## src/verilog/du_cmd_pkg.sv

```systemverilog
// ==========================================================
// Host protocol definitions for the debug unit
// Byte type, command codes and reply codes
// ==========================================================

package du_cmd_pkg;

    typedef logic [7:0] uart_byte_t;  // One byte on the UART link

    // Command codes as one ASCII letter each
    localparam uart_byte_t CMD_LOAD = 8'h4C;  // 'L'
    localparam uart_byte_t CMD_RUN  = 8'h52;  // 'R'
    localparam uart_byte_t CMD_HALT = 8'h48;  // 'H'
    localparam uart_byte_t CMD_STEP = 8'h53;  // 'S'
    localparam uart_byte_t CMD_REGS = 8'h47;  // 'G'
    localparam uart_byte_t CMD_DMEM = 8'h4D;  // 'M'

    // Replies
    localparam uart_byte_t REPLY_ACK = 8'h06;
    localparam uart_byte_t REPLY_NAK = 8'h15;

    // Words travel as four bytes with the least significant first
    localparam int BYTES_PER_WORD = 4;

endpackage

```

## src/verilog/du_cpu_pkg.sv

```systemverilog
// ==========================================================
// CPU side definitions seen by the debug unit
// ==========================================================

package du_cpu_pkg;

    typedef logic [31:0] pc_t;         // Program counter
    typedef logic [31:0] reg_t;        // Register file value
    typedef logic [31:0] instr_t;      // Instruction word
    typedef logic [7:0]  imem_addr_t;  // Instruction memory word address
    typedef logic [4:0]  reg_addr_t;   // Register index
    typedef logic [31:0] dmem_addr_t;  // Data memory byte address

    localparam int NUM_REGS = 32;

endpackage

```

## src/verilog/du_master.sv

```systemverilog
// ==========================================================
// Debug unit command decoder and CPU run control
// Starts the execute blocks and requests ACK and NAK bytes
// ==========================================================

module du_master (
    input  logic                   clk,
    input  logic                   i_reset,
    input  du_cmd_pkg::uart_byte_t i_rx_data,
    input  logic                   i_rx_done,
    input  logic                   i_load_done,
    input  logic                   i_regs_done,
    input  logic                   i_dmem_done,
    input  logic                   i_tx_done_word,
    output logic                   o_cpu_en,
    output logic                   o_load_start,
    output logic                   o_regs_start,
    output logic                   o_dmem_start,
    output logic                   o_byte_req,
    output du_cmd_pkg::uart_byte_t o_byte
);
    import du_cmd_pkg::*;

    typedef enum logic [1:0] {
        IDLE,
        RUNNING,  // CPU enabled and only halt decoded
        BUSY,     // Waiting for an execute block
        REPLY     // Waiting for ACK or NAK to go out
    } state_t;

    state_t state;
    logic   cmd_valid;

    // Start pulses share the cycle of the command byte, so the
    // started block is armed before the next byte can arrive
    assign cmd_valid    = (state == IDLE) && i_rx_done;
    assign o_load_start = cmd_valid && (i_rx_data == CMD_LOAD);
    assign o_regs_start = cmd_valid && (i_rx_data == CMD_REGS);
    assign o_dmem_start = cmd_valid && (i_rx_data == CMD_DMEM);

    always_ff @(posedge clk) begin
        if (i_reset) begin
            state      <= IDLE;
            o_cpu_en   <= 1'b0;
            o_byte_req <= 1'b0;
        end else begin
            o_byte_req <= 1'b0;
            case (state)
                IDLE: begin
                    o_cpu_en <= 1'b0;  // Ends a step after one cycle
                    if (i_rx_done) begin
                        case (i_rx_data)
                            CMD_LOAD, CMD_REGS, CMD_DMEM: state <= BUSY;
                            CMD_RUN: begin
                                o_cpu_en <= 1'b1;
                                state    <= RUNNING;
                            end
                            CMD_STEP: o_cpu_en <= 1'b1;
                            CMD_HALT: state <= IDLE;  // Already halted
                            default: begin
                                o_byte_req <= 1'b1;
                                o_byte     <= REPLY_NAK;
                                state      <= REPLY;
                            end
                        endcase
                    end
                end
                RUNNING: begin
                    if (i_rx_done && (i_rx_data == CMD_HALT)) begin
                        o_cpu_en <= 1'b0;
                        state    <= IDLE;
                    end
                end
                BUSY: begin
                    if (i_load_done) begin
                        o_byte_req <= 1'b1;  // Firmware load is acknowledged
                        o_byte     <= REPLY_ACK;
                        state      <= REPLY;
                    end else if (i_regs_done || i_dmem_done) begin
                        state <= IDLE;
                    end
                end
                REPLY: begin
                    if (i_tx_done_word)
                        state <= IDLE;
                end
                default: state <= IDLE;
            endcase
        end
    end

endmodule

```

## src/verilog/du_imem_loader.sv

```systemverilog
// ==========================================================
// Firmware loader
// Builds instructions from host bytes and writes imem
// ==========================================================

module du_imem_loader (
    input  logic                   clk,
    input  logic                   i_reset,
    input  logic                   i_start,
    input  du_cmd_pkg::uart_byte_t i_rx_data,
    input  logic                   i_rx_done,
    output logic                   o_done,
    output du_cpu_pkg::instr_t     o_imem_data,
    output du_cpu_pkg::imem_addr_t o_imem_waddr,
    output logic                   o_imem_wen
);
    import du_cmd_pkg::*;
    import du_cpu_pkg::*;

    typedef enum logic [1:0] {
        IDLE,
        COUNT,  // Waiting for the instruction count
        DATA    // Shifting in instruction bytes
    } state_t;

    state_t     state;
    uart_byte_t words_left;
    logic [1:0] byte_cnt;     // Byte position inside the current word
    instr_t     instr_shift;

    assign o_imem_data = instr_shift;

    always_ff @(posedge clk) begin
        if (i_reset) begin
            state        <= IDLE;
            words_left   <= '0;
            byte_cnt     <= '0;
            o_imem_waddr <= '0;
            o_imem_wen   <= 1'b0;
            o_done       <= 1'b0;
        end else begin
            o_imem_wen <= 1'b0;
            o_done     <= o_imem_wen && (words_left == '0);  // Last word just written
            if (o_imem_wen)
                o_imem_waddr <= o_imem_waddr + 1'b1;
            case (state)
                IDLE: begin
                    if (i_start)
                        state <= COUNT;
                end
                COUNT: begin
                    if (i_rx_done) begin
                        words_left   <= i_rx_data;
                        byte_cnt     <= '0;
                        o_imem_waddr <= '0;  // Firmware starts at word 0
                        if (i_rx_data == '0) begin
                            o_done <= 1'b1;
                            state  <= IDLE;
                        end else begin
                            state <= DATA;
                        end
                    end
                end
                DATA: begin
                    if (i_rx_done) begin
                        instr_shift <= {i_rx_data, instr_shift[31:8]};  // LSB arrives first
                        byte_cnt    <= byte_cnt + 1'b1;
                        if (byte_cnt == 2'(BYTES_PER_WORD - 1)) begin
                            o_imem_wen <= 1'b1;
                            words_left <= words_left - 1'b1;
                            if (words_left == 8'd1)
                                state <= IDLE;
                        end
                    end
                end
                default: state <= IDLE;
            endcase
        end
    end

endmodule

```

## src/verilog/du_regfile_tx.sv

```systemverilog
// ==========================================================
// Register dump
// Sends the PC, then every register of the CPU
// ==========================================================

module du_regfile_tx (
    input  logic                  clk,
    input  logic                  i_reset,
    input  logic                  i_start,
    input  du_cpu_pkg::pc_t       i_pc,
    input  du_cpu_pkg::reg_t      i_regfile_data,
    input  logic                  i_tx_done_word,
    output logic                  o_done,
    output logic                  o_word_req,
    output du_cpu_pkg::reg_t      o_word,
    output logic                  o_regfile_rd,
    output du_cpu_pkg::reg_addr_t o_regfile_raddr
);
    import du_cpu_pkg::*;

    typedef enum logic [1:0] {
        IDLE,
        SEND,   // Word is with the serializer
        READ,   // Read strobe is high
        LATCH   // Read data is valid
    } state_t;

    state_t state;
    logic   sending_pc;

    always_ff @(posedge clk) begin
        if (i_reset) begin
            state           <= IDLE;
            sending_pc      <= 1'b0;
            o_done          <= 1'b0;
            o_word_req      <= 1'b0;
            o_regfile_rd    <= 1'b0;
            o_regfile_raddr <= '0;
        end else begin
            o_done       <= 1'b0;
            o_word_req   <= 1'b0;
            o_regfile_rd <= 1'b0;
            case (state)
                IDLE: begin
                    if (i_start) begin
                        o_word     <= i_pc;  // PC goes out first
                        o_word_req <= 1'b1;
                        sending_pc <= 1'b1;
                        state      <= SEND;
                    end
                end
                SEND: begin
                    if (i_tx_done_word) begin
                        if (sending_pc) begin
                            sending_pc      <= 1'b0;
                            o_regfile_raddr <= '0;
                            o_regfile_rd    <= 1'b1;
                            state           <= READ;
                        end else if (o_regfile_raddr == reg_addr_t'(NUM_REGS - 1)) begin
                            o_done <= 1'b1;
                            state  <= IDLE;
                        end else begin
                            o_regfile_raddr <= o_regfile_raddr + 1'b1;
                            o_regfile_rd    <= 1'b1;
                            state           <= READ;
                        end
                    end
                end
                READ: state <= LATCH;
                LATCH: begin
                    o_word     <= i_regfile_data;
                    o_word_req <= 1'b1;
                    state      <= SEND;
                end
                default: state <= IDLE;
            endcase
        end
    end

endmodule

```

## src/verilog/du_dmem_tx.sv

```systemverilog
// ==========================================================
// Data memory dump
// Takes address and count from the host, sends the words
// ==========================================================

module du_dmem_tx (
    input  logic                   clk,
    input  logic                   i_reset,
    input  logic                   i_start,
    input  du_cmd_pkg::uart_byte_t i_rx_data,
    input  logic                   i_rx_done,
    input  du_cpu_pkg::reg_t       i_dmem_data,
    input  logic                   i_tx_done_word,
    output logic                   o_done,
    output logic                   o_word_req,
    output du_cpu_pkg::reg_t       o_word,
    output logic                   o_dmem_rd,
    output du_cpu_pkg::dmem_addr_t o_dmem_raddr
);
    import du_cmd_pkg::*;
    import du_cpu_pkg::*;

    typedef enum logic [2:0] {
        IDLE,
        ADDR,   // Collecting little endian address bytes
        COUNT,
        READ,
        LATCH,
        SEND
    } state_t;

    state_t     state;
    logic [1:0] byte_cnt;
    uart_byte_t words_left;

    always_ff @(posedge clk) begin
        if (i_reset) begin
            state        <= IDLE;
            byte_cnt     <= '0;
            words_left   <= '0;
            o_done       <= 1'b0;
            o_word_req   <= 1'b0;
            o_dmem_rd    <= 1'b0;
            o_dmem_raddr <= '0;
        end else begin
            o_done     <= 1'b0;
            o_word_req <= 1'b0;
            o_dmem_rd  <= 1'b0;
            case (state)
                IDLE: begin
                    byte_cnt <= '0;
                    if (i_start)
                        state <= ADDR;
                end
                ADDR: begin
                    if (i_rx_done) begin
                        o_dmem_raddr <= {i_rx_data, o_dmem_raddr[31:8]};
                        byte_cnt     <= byte_cnt + 1'b1;
                        if (byte_cnt == 2'(BYTES_PER_WORD - 1))
                            state <= COUNT;
                    end
                end
                COUNT: begin
                    if (i_rx_done) begin
                        words_left <= i_rx_data;
                        if (i_rx_data == '0) begin
                            o_done <= 1'b1;  // Empty dump
                            state  <= IDLE;
                        end else begin
                            o_dmem_rd <= 1'b1;
                            state     <= READ;
                        end
                    end
                end
                READ: state <= LATCH;  // Data arrives one cycle after the strobe
                LATCH: begin
                    o_word     <= i_dmem_data;
                    o_word_req <= 1'b1;
                    words_left <= words_left - 1'b1;
                    state      <= SEND;
                end
                SEND: begin
                    if (i_tx_done_word) begin
                        if (words_left == '0) begin
                            o_done <= 1'b1;
                            state  <= IDLE;
                        end else begin
                            o_dmem_raddr <= o_dmem_raddr + dmem_addr_t'(BYTES_PER_WORD);
                            o_dmem_rd    <= 1'b1;
                            state        <= READ;
                        end
                    end
                end
                default: state <= IDLE;
            endcase
        end
    end

endmodule

```

## src/verilog/du_tx_serializer.sv

```systemverilog
// ==========================================================
// Reply serializer
// Splits words into bytes and paces them on i_tx_done
// ==========================================================

module du_tx_serializer (
    input  logic                   clk,
    input  logic                   i_reset,
    input  logic                   i_byte_req,
    input  du_cmd_pkg::uart_byte_t i_byte,
    input  logic                   i_regs_word_req,
    input  du_cpu_pkg::reg_t       i_regs_word,
    input  logic                   i_dmem_word_req,
    input  du_cpu_pkg::reg_t       i_dmem_word,
    input  logic                   i_tx_done,
    output logic                   o_wr,
    output du_cmd_pkg::uart_byte_t o_wdata,
    output logic                   o_tx_done_word
);
    import du_cmd_pkg::*;
    import du_cpu_pkg::*;

    reg_t       tx_shift;     // Current byte sits in the low bits
    logic [1:0] bytes_left;   // Bytes still to send after the current one
    logic       busy;

    assign o_wdata = tx_shift[7:0];

    always_ff @(posedge clk) begin
        if (i_reset) begin
            busy           <= 1'b0;
            bytes_left     <= '0;
            o_wr           <= 1'b0;
            o_tx_done_word <= 1'b0;
        end else begin
            o_wr           <= 1'b0;
            o_tx_done_word <= 1'b0;
            if (!busy) begin
                if (i_byte_req || i_regs_word_req || i_dmem_word_req) begin
                    busy <= 1'b1;
                    o_wr <= 1'b1;
                end
                // Fixed priority of master then registers then data memory
                if (i_byte_req) begin
                    tx_shift   <= reg_t'(i_byte);
                    bytes_left <= '0;
                end else if (i_regs_word_req) begin
                    tx_shift   <= i_regs_word;
                    bytes_left <= 2'(BYTES_PER_WORD - 1);
                end else if (i_dmem_word_req) begin
                    tx_shift   <= i_dmem_word;
                    bytes_left <= 2'(BYTES_PER_WORD - 1);
                end
            end else if (i_tx_done) begin
                if (bytes_left == '0) begin
                    busy           <= 1'b0;
                    o_tx_done_word <= 1'b1;
                end else begin
                    tx_shift   <= {8'h00, tx_shift[31:8]};
                    bytes_left <= bytes_left - 1'b1;
                    o_wr       <= 1'b1;
                end
            end
        end
    end

endmodule

```

## src/verilog/debug_unit_top.sv

```systemverilog
// ==========================================================
// Debug unit top level
// Decoder, execute blocks and reply serializer
// ==========================================================

module debug_unit_top (
    input  logic                   clk,
    input  logic                   i_reset,
    input  du_cpu_pkg::pc_t        i_pc,
    input  du_cpu_pkg::reg_t       i_regfile_data,
    input  du_cpu_pkg::reg_t       i_dmem_data,
    input  du_cmd_pkg::uart_byte_t i_rx_data,
    input  logic                   i_rx_done,
    input  logic                   i_tx_done,
    output logic                   o_cpu_en,
    output logic                   o_wr,
    output du_cmd_pkg::uart_byte_t o_wdata,
    output du_cpu_pkg::instr_t     o_imem_data,
    output du_cpu_pkg::imem_addr_t o_imem_waddr,
    output logic                   o_imem_wen,
    output logic                   o_regfile_rd,
    output du_cpu_pkg::reg_addr_t  o_regfile_raddr,
    output logic                   o_dmem_rd,
    output du_cpu_pkg::dmem_addr_t o_dmem_raddr
);
    import du_cmd_pkg::*;
    import du_cpu_pkg::*;

    logic       load_start, regs_start, dmem_start;
    logic       load_done, regs_done, dmem_done;
    logic       tx_done_word;                      // Fans out to every requester
    logic       master_byte_req;
    uart_byte_t master_byte;
    logic       regs_word_req, dmem_word_req;
    reg_t       regs_word, dmem_word;

    du_master u_du_master (
        .clk            (clk),
        .i_reset        (i_reset),
        .i_rx_data      (i_rx_data),
        .i_rx_done      (i_rx_done),
        .i_load_done    (load_done),
        .i_regs_done    (regs_done),
        .i_dmem_done    (dmem_done),
        .i_tx_done_word (tx_done_word),
        .o_cpu_en       (o_cpu_en),
        .o_load_start   (load_start),
        .o_regs_start   (regs_start),
        .o_dmem_start   (dmem_start),
        .o_byte_req     (master_byte_req),
        .o_byte         (master_byte)
    );

    du_imem_loader u_du_imem_loader (
        .clk          (clk),
        .i_reset      (i_reset),
        .i_start      (load_start),
        .i_rx_data    (i_rx_data),
        .i_rx_done    (i_rx_done),
        .o_done       (load_done),
        .o_imem_data  (o_imem_data),
        .o_imem_waddr (o_imem_waddr),
        .o_imem_wen   (o_imem_wen)
    );

    du_regfile_tx u_du_regfile_tx (
        .clk             (clk),
        .i_reset         (i_reset),
        .i_start         (regs_start),
        .i_pc            (i_pc),
        .i_regfile_data  (i_regfile_data),
        .i_tx_done_word  (tx_done_word),
        .o_done          (regs_done),
        .o_word_req      (regs_word_req),
        .o_word          (regs_word),
        .o_regfile_rd    (o_regfile_rd),
        .o_regfile_raddr (o_regfile_raddr)
    );

    du_dmem_tx u_du_dmem_tx (
        .clk            (clk),
        .i_reset        (i_reset),
        .i_start        (dmem_start),
        .i_rx_data      (i_rx_data),
        .i_rx_done      (i_rx_done),
        .i_dmem_data    (i_dmem_data),
        .i_tx_done_word (tx_done_word),
        .o_done         (dmem_done),
        .o_word_req     (dmem_word_req),
        .o_word         (dmem_word),
        .o_dmem_rd      (o_dmem_rd),
        .o_dmem_raddr   (o_dmem_raddr)
    );

    // Single driver of the UART transmit lines
    du_tx_serializer u_du_tx_serializer (
        .clk             (clk),
        .i_reset         (i_reset),
        .i_byte_req      (master_byte_req),
        .i_byte          (master_byte),
        .i_regs_word_req (regs_word_req),
        .i_regs_word     (regs_word),
        .i_dmem_word_req (dmem_word_req),
        .i_dmem_word     (dmem_word),
        .i_tx_done       (i_tx_done),
        .o_wr            (o_wr),
        .o_wdata         (o_wdata),
        .o_tx_done_word  (tx_done_word)
    );

endmodule

```

## config.mk

```make
export PLATFORM = sky130hd
export DESIGN_NAME = debug_unit_top
export DESIGN_NICKNAME = d
export VERILOG_FILES = /design/src/verilog/du_cmd_pkg.sv /design/src/verilog/du_cpu_pkg.sv /design/src/verilog/du_master.sv /design/src/verilog/du_imem_loader.sv /design/src/verilog/du_regfile_tx.sv /design/src/verilog/du_dmem_tx.sv /design/src/verilog/du_tx_serializer.sv /design/src/verilog/debug_unit_top.sv
export SDC_FILE = /design/constraint.sdc
export NUM_CORES = 1
export LEC_CHECK = 0
export BUFFER_PORTS_ARGS = -buffer_cell sky130_fd_sc_hd__buf_2
export CORE_ASPECT_RATIO = 1.4
export CORE_MARGIN = 2
export CORE_UTILIZATION = 35
export CTS_BUF_LIST = sky130_fd_sc_hd__clkbuf_4 sky130_fd_sc_hd__clkbuf_8
export DETAILED_ROUTE_END_ITERATION = 8
export PLACE_DENSITY_LB_ADDON = 0.1
export SLEW_MARGIN = 20
export SYNTH_ARGS = -nofsm -noshare
export SYNTH_HDL_FRONTEND = slang
export SYNTH_HIERARCHICAL = 1
export SYNTH_SLANG_ARGS = --single-unit
```

## constraint.sdc

```tcl
create_clock -name clk -period 9.49 [get_ports clk]
set_clock_uncertainty 0.15 [all_clocks]
set_input_delay 0.4745 -clock clk [delete_from_list [all_inputs] [get_ports clk]]
set_output_delay 0.4745 -clock clk [all_outputs]
set_load 0.05 [all_outputs]
```

==> flow_metrics.tcl <==
set metrics [dict create \
    die_area_um2 31310 \
    diodes 0 \
    seqPwrFrac 0.486 \
    ir_worst_vdd_v 0.0001254 \
    cts.htree.levels 2 \
    rsz0062_at_grt "no" \
    synthArstFlopShare 0 \
    die_w_um 150.1 \
    fin_setup_tns_ns 0 \
    power_frac_clock 0.386 \
    routed_wl_mm 29.94 \
    coreArea_um2 29350 \
    numCtsBuffers 39 \
    max_slew_margin 0.3912 \
    synthXorXnorAreaFrac 0.004186 \
    crit_start "u_du_dmem_tx/state[2]$_SDFFE_PP0P_" \
    synthDistinctLibCells 87 \
    io_buffers 197 \
    grt_max_degree 60 \
    clk_latency_ns 0.55 \
    grt_pass1_wl_mm 46.66 \
    hp-class "primary input to register" \
    ioPinCount 198 \
    synthSimpleGateAreaFrac 0.1612 \
    antenna_found_initial 0 \
    path_class "register to register" \
    avgViaCountPerCell 5.252 \
    yosysWarnings 6 \
    ys_seq_area_frac 0.5453 \
    finalHoldViolations 0 \
    combPwrFrac 0.128 \
    clk_pin_slew_ns 0.06 \
    cts_sinks 220 \
    total_leakage_power_nw 4.577 \
    synth.mux.area_fraction 0.08000 \
    final_max_slew_viol_count 0 \
    drive_gt1_frac 0.2741 \
    initial_utilization 0.3565 \
    worstReg2RegStart "u_du_dmem_tx/state[2]$_SDFFE_PP0P_" \
    hp-start "i_rx_data[6]" \
    place.gp.congestion 0.8087 \
    vias 8413 \
    clockBufferDepth 3 \
    fin_crit_sh 0.2891 \
    synthAdderAreaFrac 0.01794 \
    syn_area_um2 10460 \
    syn2layout_area_growth_pct 21.87 \
    ys_seq_elements 220 \
    cp.required_ns 9.81 \
    max_freq_mhz 364.5 \
    grt-ovfl-total 0 \
    grt_pass1_vias 8412 \
    drc_errors 0 \
    drt_iter0_drc 444 \
    internal_power_mw 1.666 \
    die_h_um 208.6 \
    p_sw_frac 0.2735 \
    grt_usage 0.1893 \
    syn_area_per_cell_um2 10.64 \
    synth_edf_count 130 \
    period_minus_slack_ns 2.743 \
    wl_per_cell_um 18.69 \
    ant_nets 0 \
    cp.arrival_ns 3.07 \
    netlist_instances 983 \
    p_switching_uw 627.1 \
    synth_top_family_by_area "simple AND/OR/NAND/NOR gates" \
    cp-end-kind "register" \
    worst-path-max-fanout 17 \
    status "completed" \
    setup_violations 0 \
    clockRootBuffer "clkbuf_8" \
    power_density_nw_per_um2 179.8 \
    critPathLaunchType "register" \
    drv_cap 0 \
    utilization 0.4344 \
    cts_tree "yes" \
    ys.flop_type "edfxtp_1" \
    nets 1317 \
    synth_compound_area_frac 0.1422 \
    rows 74 \
    dr.pass1.iters 5 \
    post_cts_buffers 0 \
    finalPower_mw 2.293 \
    n_fill_cell 2864 \
    dp_hpwl_mm 20.19 \
    worst_pin_slew_ns 0.9132 \
]
## path summary, 6_finish.rpt
check / end / slack, ns / cells after the start
min reg2reg: u_du_imem_loader/o_imem_data[9]$_DFFE_PP_ / 0.29 / 0
max reg2reg: u_du_dmem_tx/words_left[5]$_SDFFE_PP0P_ / 6.75 / 5
max: u_du_dmem_tx/words_left[5]$_SDFFE_PP0P_ / 6.75 / 5
min: u_du_imem_loader/o_imem_data[30]$_DFFE_PP_ / 0.09 / 1
## synth_stat cells, types with 20 or more instances
master | count | area share
mux2_2 | 38 | 0.041
dfxtp_1 | 90 | 0.17
nor2_1 | 70 | 0.025
o21ai_0 | 66 | 0.032
buf_4 | 20 | 0.014
mux2i_1 | 36 | 0.034
edfxtp_1 | 130 | 0.37
inv_1 | 27 | 0.0097
nand3_1 | 28 | 0.013
clkbuf_1 | 32 | 0.011
nor3_1 | 21 | 0.010
a21oi_1 | 62 | 0.030
nand2_1 | 103 | 0.037
## routing by layer
metal  wire length, um  track usage  part of all wire
met1             12440       0.2284              0.42
met2             15270       0.3385              0.51
met3              1460      0.03057             0.049
met4               776      0.06474             0.026
met5                 0            0                 0
## cell families after synthesis
| kind of cell | Yosys count |
|---|---|
| and+or+nand+nor | 331 |
| AOI/OAI and AO/OA | 232 |
| DFF | 220 |
| buffers and inverters | 100 |
| muxes | 78 |
| adders and majority gates | 15 |
| xor gates and xnor gates | 5 |
| other | 2 |
## sequential cells by signal (all words and copies together), names as in the netlist, 2 cells and up
| name | flops |
|---|---|
| u_du_dmem_tx/byte_cnt | 2 |
| u_du_dmem_tx/o_dmem_raddr | 32 |
| u_du_dmem_tx/o_word | 32 |
| u_du_dmem_tx/state | 3 |
| u_du_dmem_tx/words_left | 8 |
| u_du_imem_loader/byte_cnt | 2 |
| u_du_imem_loader/o_imem_data | 32 |
| u_du_imem_loader/o_imem_waddr | 8 |
| u_du_imem_loader/state | 2 |
| u_du_imem_loader/words_left | 8 |
| u_du_master/o_byte | 2 |
| u_du_master/state | 2 |
| u_du_regfile_tx/o_regfile_raddr | 5 |
| u_du_regfile_tx/o_word | 32 |
| u_du_regfile_tx/state | 2 |
| u_du_tx_serializer/bytes_left | 2 |
| u_du_tx_serializer/tx_shift | 32 |
## cell usage in the layout, fill, tap and decap left out, drive strengths merged, types with 7 or more instances in the layout
cell	instances
a21o	7
nor2	70
mux2i	36
a21oi	62
clkinv	10
a31oi	17
and3	8
a211oi	15
clkbuf	56
edfxtp	130
o31ai	7
nor2b	8
nand4	18
nand2b	12
o211ai	8
dlygate4sd3	32
nor3	22
ha	15
or4	8
inv	28
nand2	104
mux2	42
o21ai	71
nand3	28
dfxtp	90
buf	208
## layout make-up
cell class | instances | area (um^2) | area share
Clock buffer | 56 | 683.2 | 0.05358
Clock inverter | 13 | 90.09 | 0.007065
Inverter | 27 | 101.3 | 0.007948
Multi-Input combinational cell | 666 | 4285 | 0.3361
Sequential cell | 220 | 5707 | 0.4476
Tap cell | 380 | 475.5 | 0.03729
Timing Repair Buffer | 240 | 1409 | 0.1105
## what timing repair did
action | 4_1_cts | 5_1_grt
hold buffers | 32 | 0
endpoints found under the hold margin | 32 | 0
gates resized for setup | 0 | 0
## per-stage QoR
stage	hold slack, ns	setup WS [ns]	instance area [um^2]	std cells
floorplan	0.2974	5.467	10470	986
global placement	0.2773	6.471	11630	1500
detailed placement	0.2826	6.417	11630	1500
CTS	0.05008	6.744	12720	1601
global route	0.06390	6.592	12750	1602
finish	0.09059	6.747	12750	1602
## power by group through the flow
stage | clock (mW) | combinational, mW | sequential (mW)
after global placement | 0 | 0.282 | 1.13
final | 0.886 | 0.293 | 1.11
after detailed placement | 0 | 0.285 | 1.13
after floorplan | 0 | 0.193 | 1.14
after global routing | 0.960 | 0.323 | 1.12
after CTS | 0.923 | 0.296 | 1.11
## critical path, stage by stage (launching register included)
cell and delay [ns]:
dfxtp_1 0.65, or3b_1 0.57, or4_4 0.51, or3_1 0.35, mux2_4 0.31, nor3_2 0.13
No activity file was read; power rests on OpenSTA's default activity.
